File: src/dwnld_pkg.sv
/* Shared widths, download index codes and reset values
   for the ROM download pipeline */

package dwnld_pkg;

    // Firmware side of the link
    typedef logic [26:0] dwnld_addr_t;
    typedef logic [15:0] word_t;

    // Loader side, one byte per write
    typedef logic [24:0] ioctl_addr_t;
    typedef logic [7:0]  byte_t;

    // What a transfer holds
    typedef logic [7:0]  index_t;

    // Configuration registers
    typedef logic [6:0]  core_mod_t;
    typedef logic [31:0] dipsw_t;

    // Download index codes
    localparam index_t IDX_ROM      = 8'd0;
    localparam index_t IDX_CORE_MOD = 8'd1;
    localparam index_t IDX_NVRAM    = 8'd2;
    localparam index_t IDX_DIP      = 8'd254;

    // DIP word is built from this many bytes, byte 0 lowest
    localparam int DIP_BYTES = 4;

    // Only bit 0 set out of reset
    localparam core_mod_t CORE_MOD_RESET = 7'b000_0001;

    // All switches off until the MRA file says otherwise
    localparam dipsw_t DIPSW_RESET = 32'hffff_ffff;

endpackage

File: src/dwnld_if.sv
/* Byte-write interface from splitter to decoder and
   configuration-write interface from decoder to registers */

`timescale 1ns/1ps

interface byte_wr_if import dwnld_pkg::*; ();

    logic        wr;
    ioctl_addr_t addr;
    byte_t       data;
    index_t      index;

    modport src (
        output wr,
        output addr,
        output data,
        output index
    );

    modport dst (
        input wr,
        input addr,
        input data,
        input index
    );

endinterface

interface cfg_wr_if import dwnld_pkg::*; ();

    logic                         dip_we;
    logic                         core_we;
    logic [$clog2(DIP_BYTES)-1:0] sel;
    byte_t                        data;

    modport src (
        output dip_we,
        output core_we,
        output sel,
        output data
    );

    modport dst (
        input dip_we,
        input core_we,
        input sel,
        input data
    );

endinterface

File: src/dwnld_splitter.sv
/* Stage 1: splits 16-bit firmware writes into two byte writes
   and passes NVRAM writes through as single bytes */

`timescale 1ns/1ps

module dwnld_splitter import dwnld_pkg::*; #(
    parameter int DWNLD_GAP = 24
) (
    input  logic        clk_rom,
    input  logic        rst,
    input  logic        dwnld_wr,
    input  dwnld_addr_t dwnld_addr,
    input  word_t       dwnld_data,
    input  index_t      ioctl_index,
    input  logic        ioctl_download,
    output logic        ioctl_ram,
    byte_wr_if.src      bytes
);

    localparam int CNT_W = $clog2(DWNLD_GAP);

    typedef enum logic [1:0] {
        ST_IDLE,
        ST_WAIT,
        ST_HIGH
    } split_state_t;

    split_state_t     state;
    logic [CNT_W-1:0] gap_cnt;

    // Word held for both byte writes
    word_t       word_q;
    ioctl_addr_t addr_q;
    logic        word_ram;

    logic accept;
    logic low_slot;

    assign accept   = (state == ST_IDLE) && dwnld_wr;
    assign low_slot = (state == ST_WAIT) && (gap_cnt == '0);

    always_ff @(posedge clk_rom or posedge rst) begin
        if (rst) begin
            state     <= ST_IDLE;
            gap_cnt   <= '0;
            bytes.wr  <= 1'b0;
            ioctl_ram <= 1'b0;
        end else begin
            ioctl_ram <= ioctl_download && (ioctl_index == IDX_NVRAM);
            bytes.wr  <= 1'b0;
            case (state)
                ST_IDLE: begin
                    if (dwnld_wr) begin
                        state   <= ST_WAIT;
                        gap_cnt <= '0;
                    end
                end
                ST_WAIT: begin
                    gap_cnt <= gap_cnt + 1'b1;
                    if (gap_cnt == '0) begin
                        bytes.wr <= 1'b1;
                    end
                    // NVRAM is a single byte, no high half
                    if (gap_cnt == '0 && word_ram) begin
                        state <= ST_IDLE;
                    end else if (gap_cnt == CNT_W'(DWNLD_GAP - 1)) begin
                        state <= ST_HIGH;
                    end
                end
                ST_HIGH: begin
                    bytes.wr <= 1'b1;
                    state    <= ST_IDLE;
                end
                default: state <= ST_IDLE;
            endcase
        end
    end

    always_ff @(posedge clk_rom) begin
        // Index tracks the firmware while idle, then holds for the word
        if (state == ST_IDLE) begin
            bytes.index <= ioctl_index;
        end
        if (accept) begin
            word_q   <= dwnld_data;
            addr_q   <= dwnld_addr[24:0];
            word_ram <= ioctl_ram;
        end
        if (low_slot) begin
            bytes.addr <= word_ram ? addr_q : {addr_q[24:1], 1'b0};
            bytes.data <= word_q[7:0];
        end else if (state == ST_HIGH) begin
            bytes.addr <= {addr_q[24:1], 1'b1};
            bytes.data <= word_q[15:8];
        end
    end

    // Firmware must leave room for both halves before the next word
    a_no_overrun: assert property (
        @(posedge clk_rom) disable iff (rst)
        dwnld_wr |-> state == ST_IDLE
    );

endmodule

File: src/dwnld_decoder.sv
/* Stage 2: sorts byte writes by download index into ROM loader
   writes and configuration register writes */

`timescale 1ns/1ps

module dwnld_decoder import dwnld_pkg::*; (
    input  logic        clk_rom,
    input  logic        rst,
    input  logic        ioctl_download,
    byte_wr_if.dst      bytes,
    output ioctl_addr_t ioctl_addr,
    output byte_t       ioctl_data,
    output logic        ioctl_rom_wr,
    output logic        downloading,
    cfg_wr_if.src       cfg
);

    logic is_rom;
    logic is_dip;
    logic is_core;

    assign is_rom  = bytes.index == IDX_ROM;
    assign is_dip  = (bytes.index == IDX_DIP) && (bytes.addr[24:2] == '0);

    // High byte of a mode word lands on an odd address and is dropped
    assign is_core = (bytes.index == IDX_CORE_MOD) && !bytes.addr[0];

    always_ff @(posedge clk_rom or posedge rst) begin
        if (rst) begin
            ioctl_rom_wr <= 1'b0;
            downloading  <= 1'b0;
            cfg.dip_we   <= 1'b0;
            cfg.core_we  <= 1'b0;
        end else begin
            downloading  <= ioctl_download && is_rom;
            ioctl_rom_wr <= bytes.wr && is_rom;
            cfg.dip_we   <= bytes.wr && is_dip;
            cfg.core_we  <= bytes.wr && is_core;
        end
    end

    // Loader sees every byte, whatever its index
    always_ff @(posedge clk_rom) begin
        if (bytes.wr) begin
            ioctl_addr <= bytes.addr;
            ioctl_data <= bytes.data;
            cfg.sel    <= bytes.addr[1:0];
            cfg.data   <= bytes.data;
        end
    end

    a_cfg_onehot: assert property (
        @(posedge clk_rom) disable iff (rst)
        !(cfg.dip_we && cfg.core_we)
    );

endmodule

File: src/dwnld_cfg_regs.sv
/* Stage 3: DIP-switch bytes from the MRA file and the
   core mode register */

`timescale 1ns/1ps

module dwnld_cfg_regs import dwnld_pkg::*; (
    input  logic      clk_rom,
    input  logic      rst,
    cfg_wr_if.dst     cfg,
    output dipsw_t    dipsw,
    output core_mod_t core_mod
);

    byte_t dsw [DIP_BYTES];

    always_ff @(posedge clk_rom or posedge rst) begin
        if (rst) begin
            for (int i = 0; i < DIP_BYTES; i++) begin
                dsw[i] <= DIPSW_RESET[i*8 +: 8];
            end
        end else if (cfg.dip_we) begin
            dsw[cfg.sel] <= cfg.data;
        end
    end

    // Byte 0 in the lowest bits
    assign dipsw = {dsw[3], dsw[2], dsw[1], dsw[0]};

    always_ff @(posedge clk_rom or posedge rst) begin
        if (rst) begin
            core_mod <= CORE_MOD_RESET;
        end else if (cfg.core_we) begin
            // Bit 7 of the byte has no meaning
            core_mod <= cfg.data[6:0];
        end
    end

endmodule

File: src/dwnld_top.sv
/* Download path top level: splitter, decoder and
   configuration registers chained on clk_rom */

`timescale 1ns/1ps

module dwnld_top import dwnld_pkg::*; #(
    parameter int DWNLD_GAP = 24
) (
    input  logic        clk_rom,
    input  logic        rst,
    input  logic        dwnld_wr,
    input  dwnld_addr_t dwnld_addr,
    input  word_t       dwnld_data,
    input  index_t      ioctl_index,
    input  logic        ioctl_download,
    output ioctl_addr_t ioctl_addr,
    output byte_t       ioctl_data,
    output logic        ioctl_rom_wr,
    output logic        ioctl_ram,
    output logic        downloading,
    output dipsw_t      dipsw,
    output core_mod_t   core_mod
);

    byte_wr_if bytes_if ();
    cfg_wr_if  cfg_if ();

    dwnld_splitter #(
        .DWNLD_GAP      ( DWNLD_GAP      )
    ) u_splitter (
        .clk_rom        ( clk_rom        ),
        .rst            ( rst            ),
        .dwnld_wr       ( dwnld_wr       ),
        .dwnld_addr     ( dwnld_addr     ),
        .dwnld_data     ( dwnld_data     ),
        .ioctl_index    ( ioctl_index    ),
        .ioctl_download ( ioctl_download ),
        .ioctl_ram      ( ioctl_ram      ),
        .bytes          ( bytes_if.src   )
    );

    dwnld_decoder u_decoder (
        .clk_rom        ( clk_rom        ),
        .rst            ( rst            ),
        .ioctl_download ( ioctl_download ),
        .bytes          ( bytes_if.dst   ),
        .ioctl_addr     ( ioctl_addr     ),
        .ioctl_data     ( ioctl_data     ),
        .ioctl_rom_wr   ( ioctl_rom_wr   ),
        .downloading    ( downloading    ),
        .cfg            ( cfg_if.src     )
    );

    dwnld_cfg_regs u_cfg_regs (
        .clk_rom        ( clk_rom        ),
        .rst            ( rst            ),
        .cfg            ( cfg_if.dst     ),
        .dipsw          ( dipsw          ),
        .core_mod       ( core_mod       )
    );

endmodule

File: config.mk
export PLATFORM = sky130hd
export DESIGN_NAME = dwnld_top
export DESIGN_NICKNAME = d
export VERILOG_FILES = /design/src/dwnld_pkg.sv /design/src/dwnld_if.sv /design/src/dwnld_splitter.sv /design/src/dwnld_decoder.sv /design/src/dwnld_cfg_regs.sv /design/src/dwnld_top.sv
export SDC_FILE = /design/constraint.sdc
export NUM_CORES = 1
export LEC_CHECK = 0
export BUFFER_PORTS_ARGS = -buffer_cell sky130_fd_sc_hd__buf_2
export CORE_MARGIN = 10
export CORE_UTILIZATION = 50
export CTS_CLUSTER_DIAMETER = 100
export DETAILED_ROUTE_END_ITERATION = 10
export PLACE_DENSITY_LB_ADDON = 0.3
export SLEW_MARGIN = 20
export SYNTH_ARGS = -nofsm -noshare
export SYNTH_HDL_FRONTEND = slang
export SYNTH_SLANG_ARGS = --single-unit
File: constraint.sdc
create_clock -name clk_rom -period 4.6 [get_ports clk_rom]
set_input_delay 0.23 -clock clk_rom [delete_from_list [all_inputs] [get_ports clk_rom]]
set_output_delay 0.23 -clock clk_rom [all_outputs]
set_load 0.02 [all_outputs]
==> impl_metrics.yaml, run 1 <==
worst_setup_path:
  worstSetupPathType: "reg2reg"
  critical_path_rt_ps: 4710
  critPathCaptureType: "flop"
  critical_path.startpoint_type: "flop"
  critical_path_arrival_ps: 2460
  setup_slack_on_the_worst_flop_to_flop_path_ps: 2240
  path_max_fanout: 27
yosys:
  synth_area_in_compound_gates_pct: 2.16
  synthesized_netlist_net_count: 359
  ys_dominant_reg_cell: "sky130_fd_sc_hd__edfxtp_1"
  synth_seq_area_share_pct: 81.6
  synth-simple-area-share_pct: 4.91
  post_synth_inst_count: 299
  yosys_register_bits: 168
  netlist-cell-type-count: 40
  combinational_family_with_the_most_area_after_synthesis: "multiplexers"
  synth_fa_ha_area_share_pct: 1.06
  yosys_warnings: 0
  post_synth_xor_area_fraction_pct: 0.148
  number_of_flops_mapped_to_enable_cells_by_yosys: 116
  synth_mux_area_share_pct: 9.12
  ys_async_rst_share_pct: 31.0
  syn_avg_cell_area_um2: 19.8
  mappedNetlistArea_mm2: 0.00591
finish:
  nets: 553
  layout.cell_area.non_filler_mm2: 0.00783
  post_layout_nonfiller_instances: 649
  final_cell_mix: "sky130_fd_sc_hd__buf_2, sky130_fd_sc_hd__edfxtp_1, sky130_fd_sc_hd__dlygate4sd3_1"
  finish.utilization_pct: 68.0
  n_antenna_cell: 0
  synthesis_to_finish_area_growth_pct: 32.4
  layout.filler_cells: 766
  layout.cells.most_common: "sky130_fd_sc_hd__buf_2"
  proportion_of_layout_cells_with_a_drive_suffix_above_1_pct: 49.2
routing:
  routed_wire_length_mm: 11.6
  detailroute.via_count: 3309
  postRouteAntennaNets: 0
  drt_first_iter_violations: 212
  drt-wirelength-per-cell_um: 17.9
  route.detailed.vias_per_inst: 5.10
  drc: 0
  pre_repair_dr_iteration_count: 4
timing:
  unrepaired_setup_endpoints_after_global_routing: "false"
  post-route-min-period_ps: 2360
  slew_viol_final: 0
  report.final.hold_viol_count: 5
  timing.fmax_mhz: 425
  setup_viol: 0
  clk_skew_ps: 5.94
  timing.hold.ws_ps: -4.65
  slew_headroom_pct: 47.7
  worst-slew-pin-transition_ps: 782
  layout_worst_path_cycle_share_pct: 51.2
  setup_total_negative_slack_ps: 0
clock_tree:
  clock_latency_ps: 410
  h-tree-depth: 4
  cts.sinks: 168
  cts_inserted_buffers: 17
  root_buffer: "sky130_fd_sc_hd__clkbuf_16"
  ctsLongestPathBuffers: 2
  clk_pin_slew_ps: 70
  clock_tree_from_tritoncts: "done"
global_routing:
  grt_pass1_vias: 3451
  wire_length_of_the_first_global_routing_pass_mm: 17.9
  antenna_violations_before_repair: 0
  grt_start_max_net_pins: 53
  globalRouteTotalUtil_pct: 14.2
  grt_overflow_total: 0
hold_path:
  min-delay-path-class: "in2async"
pwr:
  power.leakage_uw: 0.00320
  ir_worst_vdd_mv: 0.254
  power.density_mw_per_mm2: 518
die:
  starting_density_of_the_core_pct: 51.3
  ioPinCount: 130
  coreArea_mm2: 0.0115
  fp-row-count: 39
  chipHeight_um: 129
  die_width_um: 129
  fp.dieArea_mm2: 0.0166
place:
  port_buffers: 127
  post_dp_cell_area_mm2: 0.00673
  place_congestion: 0.801
  dp_hpwl_mm: 7.84
  dpl.cell_count: 567
flow_run:
  max_cap_viol_count: 0
status:
  failed_checks: "negative hold slack"
  status: "finished, violations left"
==> per-layer routing <==
layer  GRT usage, %  wire (µm)  vias up
li1               -          -     1540
met2           23.7       5890      108
met5              0          0        -
met1           16.2       4750     1648
met3           4.72        788       13
met4           6.69        172        0
==> cells in the mapped netlist, drive strengths merged (3+ instances only) <==
cell type / instances / share of area, %
edfxtp: 116 / 59
nor3: 3 / 0.25
nor2: 6 / 0.38
dfrtp: 19 / 8.0
nor3b: 3 / 0.47
ha: 5 / 1.1
dfstp: 33 / 15
nor4: 7 / 0.74
nand2: 8 / 0.68
inv: 9 / 0.57
a21oi: 6 / 0.51
nand3: 4 / 0.34
buf: 3 / 0.36
nand3b: 3 / 0.38
o21ai: 3 / 0.25
mux2: 47 / 9.0
==> cell type report <==
class                   count  area [µm²]  share of cell area (%)
flip-flops and latches    168        4830                    61.7
repair buffers            179        1160                    14.8
multi-input cells         118        1040                    13.2
clock buffers              18         429                    5.48
well taps                 143         179                    2.29
clock inverters            14         161                    2.06
inverters                   9        33.8                   0.432
==> repair_timing <==
item	in CTS	in global routing
hold buffers	44	5
endpoints found under the hold margin	43	5
setup buffers	0	0
resized for setup	0	0
==> path summary, 6_finish.rpt <==
path	from	endpoint	cells past startpoint
max	u_splitter.state[0]$_DFFE_PP0P_	u_splitter.addr_q[17]$_DFFE_PP_	5
min	rst	u_cfg_regs.core_mod[6]$_DFFE_PP0P_	3
max reg2reg	u_splitter.state[0]$_DFFE_PP0P_	u_splitter.addr_q[17]$_DFFE_PP_	5
min reg2reg	u_splitter.bytes.data[3]$_DFFE_PP_	u_decoder.cfg.data[3]$_DFFE_PP_	0
max in group asynchronous	rst	u_cfg_regs.core_mod[3]$_DFFE_PP0P_	3
min in group clk_rom	ioctl_index[7]	u_splitter.bytes.index[7]$_DFFE_PP_	1
==> per-stage QoR <==
stage | worst slack [ps] | hold slack, ps | power, µW
after floorplan | 1310 | 300 | 2450
after global placement | 2010 | 401 | 2610
after detailed placement | 1890 | 405 | 2650
after CTS | 1860 | 0.279 | 4080
after global routing | 2100 | 5.39 | 4220
final | 2240 | -4.65 | 4050
==> sequential cells by signal (all words and copies together), names as in the netlist <==
signal / cells
u_cfg_regs.core_mod: 7
u_splitter.bytes.wr: 1
u_splitter.ioctl_ram: 1
u_splitter.word_ram: 1
u_splitter.word_q: 16
u_cfg_regs.dipsw: 32
u_decoder.ioctl_rom_wr: 1
u_decoder.cfg.data: 8
u_splitter.state: 2
u_splitter.addr_q: 25
u_decoder.cfg.dip_we: 1
u_splitter.bytes.addr: 25
u_splitter.bytes.data: 8
u_splitter.bytes.index: 8
u_decoder.ioctl_addr: 25
u_decoder.downloading: 1
u_decoder.cfg.core_we: 1
u_splitter.gap_cnt: 5
==> power by group <==
| part | switching [µW] | internal, µW |
|---|---|---|
| combinational | 371 | 206 |
| sequential | 112 | 1970 |
| clock | 584 | 815 |
==> kinds of logic after synthesis <==
family,count (synthesis)
adders and majority gates,5
and+or+nand+nor,45
muxes,48
buffers and inverters,13
AOI/OAI and AO/OA,19
xor gates and xnor gates,1
DFF,168
==> critical path, stage by stage (launching register included) <==
cell and delay, ps:
sky130_fd_sc_hd__dfrtp_1 380, sky130_fd_sc_hd__inv_1 100, sky130_fd_sc_hd__ha_1 590, sky130_fd_sc_hd__inv_1 210
sky130_fd_sc_hd__nor2_4 480, sky130_fd_sc_hd__buf_12 260
(Power assumes the default switching activity.)
==> run 2: changes to the inputs <==
Settings changed: ABC_AREA set to 1.
Clock period 4.6 ns to 2.2 ns, I/O delays scaled along.
==> run 2 against run 1 <==
- the flow now finishes without violations
- area after synthesis fell by 1.1%
- worst hold slack improved by 160 ps
- maximum frequency rose by 37%
- utilization rose by 0.24 points
- wire length rose by 8.1%
- critical path type unchanged
- highest routed layer unchanged
==> impl_metrics.yaml, run 2 <==
clock_tree:
  cts.hold.buffers_added: 52
  ctsResizeCount: 0
  clock_latency_ps: 410
  post_cts.repair.setup_buffers: 0
  clk_pin_slew_ps: 60
  cts.sinks: 168
  ctsLongestPathBuffers: 2
  root_buffer: "sky130_fd_sc_hd__clkbuf_16"
  h-tree-depth: 4
  clock_tree_from_tritoncts: "done"
  cts_inserted_buffers: 17
worst_setup_path:
  critical_path_arrival_ps: 1820
  path_max_fanout: 33
  worst_r2r_startpoint: "u_splitter.state[1]$_DFFE_PP0P_"
  critical_path.max_stage_delay_ps: 400
  startpoint: "u_splitter.state[1]$_DFFE_PP0P_"
  critical_path_cell_list: "inv_1 > ha_1 > nand3_1 > buf_4 > nand2_1 > buf_12"
  critPathCaptureType: "flop"
  crit_slowest_cell: "sky130_fd_sc_hd__dfrtp_1"
  critical_path.startpoint_type: "flop"
  critical_path_rt_ps: 2300
  worstSetupPathType: "reg2reg"
routing:
  routed_wire_length_mm: 12.5
  drt-wirelength-per-cell_um: 16.8
  drt_first_iter_violations: 253
  postRouteAntennaNets: 0
  detailroute.via_count: 3663
  pre_repair_dr_iteration_count: 4
  drc: 0
  route.detailed.vias_per_inst: 4.92
timing:
  report.final.hold_viol_count: 0
  unrepaired_setup_endpoints_after_global_routing: "false"
  worst-slew-pin-transition_ps: 789
  layout_worst_path_cycle_share_pct: 78.2
  slew_viol_final: 0
  fin_ws_ps: 480
  timing.fmax_mhz: 582
  post-route-min-period_ps: 1720
  slew_headroom_pct: 47.3
  timing.hold.ws_ps: 152
  clk_skew_ps: 14.1
  setup_total_negative_slack_ps: 0
  setup_viol: 0
yosys:
  netlist-cell-type-count: 20
  ys_async_rst_share_pct: 31.0
  synth.cells.most_frequent: "sky130_fd_sc_hd__edfxtp_1, sky130_fd_sc_hd__nand2_1, sky130_fd_sc_hd__nor2_1, sky130_fd_sc_hd__o21ai_0, sky130_fd_sc_hd__dfstp_2"
  synth_seq_area_share_pct: 82.5
  syn_avg_cell_area_um2: 15.0
  yosysMostFrequentCell: "sky130_fd_sc_hd__edfxtp_1"
  mappedNetlistArea_mm2: 0.00585
  netlist.top_cell.by_area: "sky130_fd_sc_hd__edfxtp_1"
  post_synth_inst_count: 390
  synth.area.top_cells: "sky130_fd_sc_hd__edfxtp_1, sky130_fd_sc_hd__dfstp_2, sky130_fd_sc_hd__dfrtp_1"
  area_share_of_the_leading_cell_type_in_the_synthesized_netlist_pct: 59.5
  yosys_warnings: 0
  ys_dominant_reg_cell: "sky130_fd_sc_hd__edfxtp_1"
  synthesized_netlist_net_count: 450
  number_of_flops_mapped_to_enable_cells_by_yosys: 116
  yosys_register_bits: 168
die:
  fp.dieArea_mm2: 0.0164
  ioPinCount: 130
  fp-row-count: 39
  coreArea_mm2: 0.0114
  chipHeight_um: 128
  die_width_um: 128
  starting_density_of_the_core_pct: 51.2
finish:
  synthesis_to_finish_area_growth_pct: 33.1
  n_antenna_cell: 0
  proportion_of_layout_cells_with_a_drive_suffix_above_1_pct: 33.6
  layout.filler_cells: 795
  layout.cell_area.non_filler_mm2: 0.00779
  largest_register_ff_count: 32
  nets: 649
  final_cell_mix: "sky130_fd_sc_hd__buf_2, sky130_fd_sc_hd__edfxtp_1, sky130_fd_sc_hd__nand2_1"
  layout.cells.most_common: "sky130_fd_sc_hd__buf_2"
hold_path:
  min-delay-path-class: "in2reg"
  hold_path.startpoint: "dwnld_wr"
place:
  dp_hpwl_mm: 8.49
  place_worst_setup_slack_ps: 494
  place_congestion: 0.794
  port_buffers: 127
  post_dp_cell_area_mm2: 0.00669
pwr:
  power.density_mw_per_mm2: 1230
  power.leakage_uw: 0.00323
  ir_worst_vdd_mv: 0.706
global_routing:
  grt_overflow_total: 0
  antenna_violations_before_repair: 0
  globalRouteTotalUtil_pct: 15.8
  grt_pass1_vias: 3905
  wire_length_of_the_first_global_routing_pass_mm: 20.2
  grt_start_max_net_pins: 45
status:
  status: "finished clean"
flow_run:
  max_cap_viol_count: 0
run 2: cell count changes in the layout (fill, tap and decap cells not counted), moves of 3 or more:
| cell | before | now |
|---|---|---|
| sky130_fd_sc_hd__o21ai_0 | 3 | 34 |
| sky130_fd_sc_hd__inv_1 | 8 | 23 |
| sky130_fd_sc_hd__buf_4 | 2 | 5 |
| sky130_fd_sc_hd__nand2_1 | 6 | 79 |
| sky130_fd_sc_hd__mux2_2 | 47 | 0 |
| sky130_fd_sc_hd__a21oi_1 | 6 | 11 |
| sky130_fd_sc_hd__nand3_1 | 4 | 12 |
| sky130_fd_sc_hd__dlygate4sd3_1 | 49 | 52 |
| sky130_fd_sc_hd__nand4_1 | 2 | 7 |
| sky130_fd_sc_hd__nor4_1 | 7 | 1 |
| sky130_fd_sc_hd__nor2_1 | 5 | 34 |
run 2: power breakdown:
| part | internal, µW | leakage, µW | switching (µW) | total (µW) |
|---|---|---|---|---|
| logic | 541 | 0.00127 | 1260 | 1800 |
| clock network | 1620 | 0.000275 | 1230 | 2850 |
| registers | 4570 | 0.00169 | 346 | 4920 |
| total | 6730 | 0.00323 | 2840 | 9570 |
run 2: critical path: cells and delay by family, from the launching register on:
kind | cells | cell delay (ps)
buffers and inverters | 3 | 480
and+or+nand+nor | 2 | 220
adders and majority gates | 1 | 290
DFF | 1 | 400
run 2: kinds of logic (layout without fill, tap and decap cells):
| group | Yosys count | in the layout | share of synthesized area [%] |
|---|---|---|---|
| DFF | 168 | 168 | 82.5 |
| AOI/OAI and AO/OA | 47 | 47 | 4.26 |
| buffers and inverters | 33 | 245 | 2.67 |
| and+or+nand+nor | 137 | 137 | 9.52 |
| adders and majority gates | 5 | 5 | 1.07 |
run 2: worst paths after layout:
path,depth (start not counted),slack [ps],end
worst min-delay path,5,150,u_splitter.gap_cnt[0]$_DFFE_PP0P_
worst max-delay path,6,480,u_splitter.bytes.addr[1]$_DFFE_PP_
max in group asynchronous,4,1030,u_cfg_regs.dipsw[20]$_DFFE_PP1P_
min in group asynchronous,3,420,u_cfg_regs.core_mod[1]$_DFFE_PP0P_
worst min register to register,0,420,u_splitter.bytes.addr[12]$_DFFE_PP_
worst max register to register,6,480,u_splitter.bytes.addr[1]$_DFFE_PP_
run 2: metal layers:
metal	vias up	part of all wire (%)	GRT usage, %
met5	-	0	0
met4	0	1.6	6.42
met3	14	7.3	6.00
met2	122	52	26.2
met1	1770	39	18.1
li1	1757	-	-
run 2: stage by stage:
step	std cells	total power, µW	util (%)
detailed placement	661	6720	58.6
finish	745	9570	68.2
floorplan	390	5950	-
global route	745	10100	68.2
CTS	745	9640	68.2
global placement	661	6610	58.6
run 2: cell type report:
class	instances	area (µm²)	area share (%)
sequential	168	4830	62.0
clock buffer	19	443	5.69
timing repair buffer	186	1230	15.8
clock inverter	13	133	1.70
inverter	27	105	1.35
multi-input combinational	189	868	11.2
tap	143	179	2.30
==> run 3: changes to the inputs <==
Settings changed: CORE_UTILIZATION 50 to 48.
Clock period 2.2 ns to 1.55 ns, I/O delays scaled along.
==> run 3 against run 2 <==
- clock power rose by 56%
- register-to-register slack got worse by 420 ps
- maximum frequency rose by 15%
- sequential cell count did not move
- die area rose by 3.5%
- first-iteration DRC count rose by 45%
- clock skew fell by 7.8 ps
- combinational power rose by 63%
- clock-buffer cell count fell by 1
- sequential share of layout area fell by 1.5 points
- sequential power rose by 41%
- final area rose by 2.5%
- critical path type unchanged
- critical endpoint is now u_splitter.bytes.data[6]$_DFFE_PP_
==> impl_metrics.yaml, run 3 (synthesized netlist as in run 2, its figures left out) <==
status:
  status: "finished clean"
timing:
  clk_skew_ps: 6.30
  timing.fmax_mhz: 670
  layout_worst_path_cycle_share_pct: 96.2
  post-route-min-period_ps: 1490
  unrepaired_setup_endpoints_after_global_routing: "true"
  report.final.hold_viol_count: 0
  setup_viol: 0
  slew_viol_final: 0
  slew_headroom_pct: 63.9
  worst-slew-pin-transition_ps: 541
worst_setup_path:
  critical_path.max_stage_delay_ps: 390
  worstSetupPathType: "reg2reg"
  worstPathBufferInverterCount: 4
  critPathCapture: "u_splitter.bytes.data[6]$_DFFE_PP_"
  path_delay_family: "buffers and inverters"
  critical_path_arrival_ps: 1660
  critPathCaptureType: "flop"
  worst_r2r_startpoint: "u_splitter.gap_cnt[0]$_DFFE_PP0P_"
  reg2regPathDepth: 9
  critical_path.startpoint_type: "flop"
  startpoint: "u_splitter.gap_cnt[0]$_DFFE_PP0P_"
  path_max_fanout: 7
  cp_common_cell: "sky130_fd_sc_hd__nand2_2"
  crit_cells: 9
  critical_path_rt_ps: 1720
  critical_path_cell_list: "inv_2 > ha_4 > inv_1 > nor2_2 > nand3_2 > buf_8 > buf_6 > nand2_2 > nand2_2"
  setup_slack_on_the_worst_flop_to_flop_path_ps: 60
  crit-reg2reg-capture: "u_splitter.bytes.data[6]$_DFFE_PP_"
  crit_slowest_cell: "sky130_fd_sc_hd__dfrtp_1"
pwr:
  netSwitchingPower_uw: 4070
  netSwitchingFraction_pct: 28.4
  seq_power_share_pct: 48.5
  ir_worst_vdd_mv: 0.999
  share_of_power_burned_in_combinational_logic_pct: 20.4
  internal_power_uw: 10300
  power.density_mw_per_mm2: 1800
  power.leakage_uw: 0.00331
  clock_power_share_pct: 31.1
routing:
  met3_length_um: 898
  drc: 0
  postRouteAntennaNets: 0
  top_metal_used: "met4"
  drt-wirelength-per-cell_um: 17.1
  detailroute.via_count: 3670
  route.detailed.vias_per_inst: 4.85
  wl_met1_mm: 5.23
  pre_repair_dr_iteration_count: 5
  met2_length_mm: 6.61
  routed_wire_length_mm: 12.9
  drt_first_iter_violations: 368
finish:
  largest_register_ff_count: 32
  final_cell_mix: "sky130_fd_sc_hd__buf_2, sky130_fd_sc_hd__edfxtp_1, sky130_fd_sc_hd__nand2_1"
  finish.utilization_pct: 66.8
  layout.cells.most_common: "sky130_fd_sc_hd__buf_2"
  proportion_of_layout_cells_with_a_drive_suffix_above_1_pct: 36.4
  layout.filler_cells: 859
  multi_input_area_um2: 950
  register_area_mm2: 0.00483
  layout.cell_area.non_filler_mm2: 0.00799
  n_antenna_cell: 0
  synthesis_to_finish_area_growth_pct: 36.5
  nets: 657
clock_tree:
  clk_pin_slew_ps: 60
  cts_inserted_buffers: 17
  cts.sinks: 168
  h-tree-depth: 4
  ctsLongestPathBuffers: 2
  clock_tree_from_tritoncts: "done"
  clock_latency_ps: 420
  root_buffer: "sky130_fd_sc_hd__clkbuf_16"
hold_path:
  min-delay-path-class: "in2reg"
global_routing:
  wire_length_of_the_first_global_routing_pass_mm: 19.9
  grt_start_max_net_pins: 34
  grt_pass1_vias: 3811
  grt_overflow_total: 0
  globalRouteTotalUtil_pct: 15.6
  antenna_violations_before_repair: 0
place:
  place_congestion: 0.781
  dp_hpwl_mm: 8.80
  port_buffers: 127
  post_dp_cell_area_mm2: 0.00676
die:
  chipHeight_um: 130
  fp.dieArea_mm2: 0.0170
  coreArea_mm2: 0.0120
  ioPinCount: 130
  fp-row-count: 40
  die_width_um: 130
  starting_density_of_the_core_pct: 48.9
flow_run:
  max_cap_viol_count: 0
[run 3: cell types whose count changed in the layout (fill, tap and decap cells not counted), moves of 4 or more]
cell	change
sky130_fd_sc_hd__nand2_1	-4
sky130_fd_sc_hd__inv_6	-4
sky130_fd_sc_hd__buf_4	+6
sky130_fd_sc_hd__bufinv_16	+4
sky130_fd_sc_hd__inv_1	-4
sky130_fd_sc_hd__inv_2	+4
[run 3: power by group through the flow]
stage	sequential, µW	clock, µW	combinational (µW)
floorplan	7330	0	1210
global placement	6980	0	2540
detailed placement	7050	0	2640
CTS	6970	4540	2800
global route	7080	4760	3210
finish	6960	4460	2930
[run 3: area by class of cell]
class | count | share of cell area (%)
clock buffer | 18 | 5.37
sequential | 168 | 60.5
timing repair buffer | 193 | 16.1
multi-input combinational | 190 | 11.9
clock inverter | 14 | 2.55
inverter | 27 | 1.33
tap | 147 | 2.30
[run 3: layer usage]
| layer | vias to the layer above | global-route usage (%) |
|---|---|---|
| li1 | 1779 | - |
| met3 | 17 | 5.56 |
| met5 | - | 0 |
| met2 | 129 | 25.7 |
| met4 | 0 | 6.28 |
| met1 | 1745 | 18.4 |
[run 3: repair_timing]
item,4_1_cts,5_1_grt
cloned,0,1
buffers inserted,1,1
pin swaps,0,3
hold endpoints to repair,98,0
hold buffers,52,0
resized for setup,5,8
setup endpoints to repair,41,40
[run 3: worst register-to-register path, cell delays in order (launching register included)]
cell and delay (ps):
sky130_fd_sc_hd__dfrtp_1 390, sky130_fd_sc_hd__inv_2 90, sky130_fd_sc_hd__ha_4 120, sky130_fd_sc_hd__inv_1 40, sky130_fd_sc_hd__nor2_2 110, sky130_fd_sc_hd__nand3_2 90
sky130_fd_sc_hd__buf_8 160, sky130_fd_sc_hd__buf_6 130, sky130_fd_sc_hd__nand2_2 60, sky130_fd_sc_hd__nand2_2 60
[run 3: metrics by stage]
step                cells  power [µW]  hold slack, ps  setup WS [ps]  setup TNS (ps)
floorplan             390        8540             148           -161           -7170
global placement      670        9520             153           27.5               0
detailed placement    670        9690             157          -63.1           -1180
CTS                   755       14300            54.5           7.62               0
global route          757       15100             103          -22.8           -43.9
finish                757       14300            66.9           58.5               0
[run 3: worst min path at each step]
stage,start,to,slack [ps],cells after the start
finish,dwnld_wr,u_splitter.gap_cnt[2]$_DFFE_PP0P_,70,4
global route,dwnld_wr,u_splitter.gap_cnt[2]$_DFFE_PP0P_,100,4
CTS,dwnld_wr,u_splitter.gap_cnt[2]$_DFFE_PP0P_,50,4
detailed placement,rst,u_cfg_regs.core_mod[5]$_DFFE_PP0P_,160,3
global placement,rst,u_cfg_regs.core_mod[5]$_DFFE_PP0P_,150,3
floorplan,ioctl_index[0],u_splitter.ioctl_ram$_DFF_PP0_,150,1
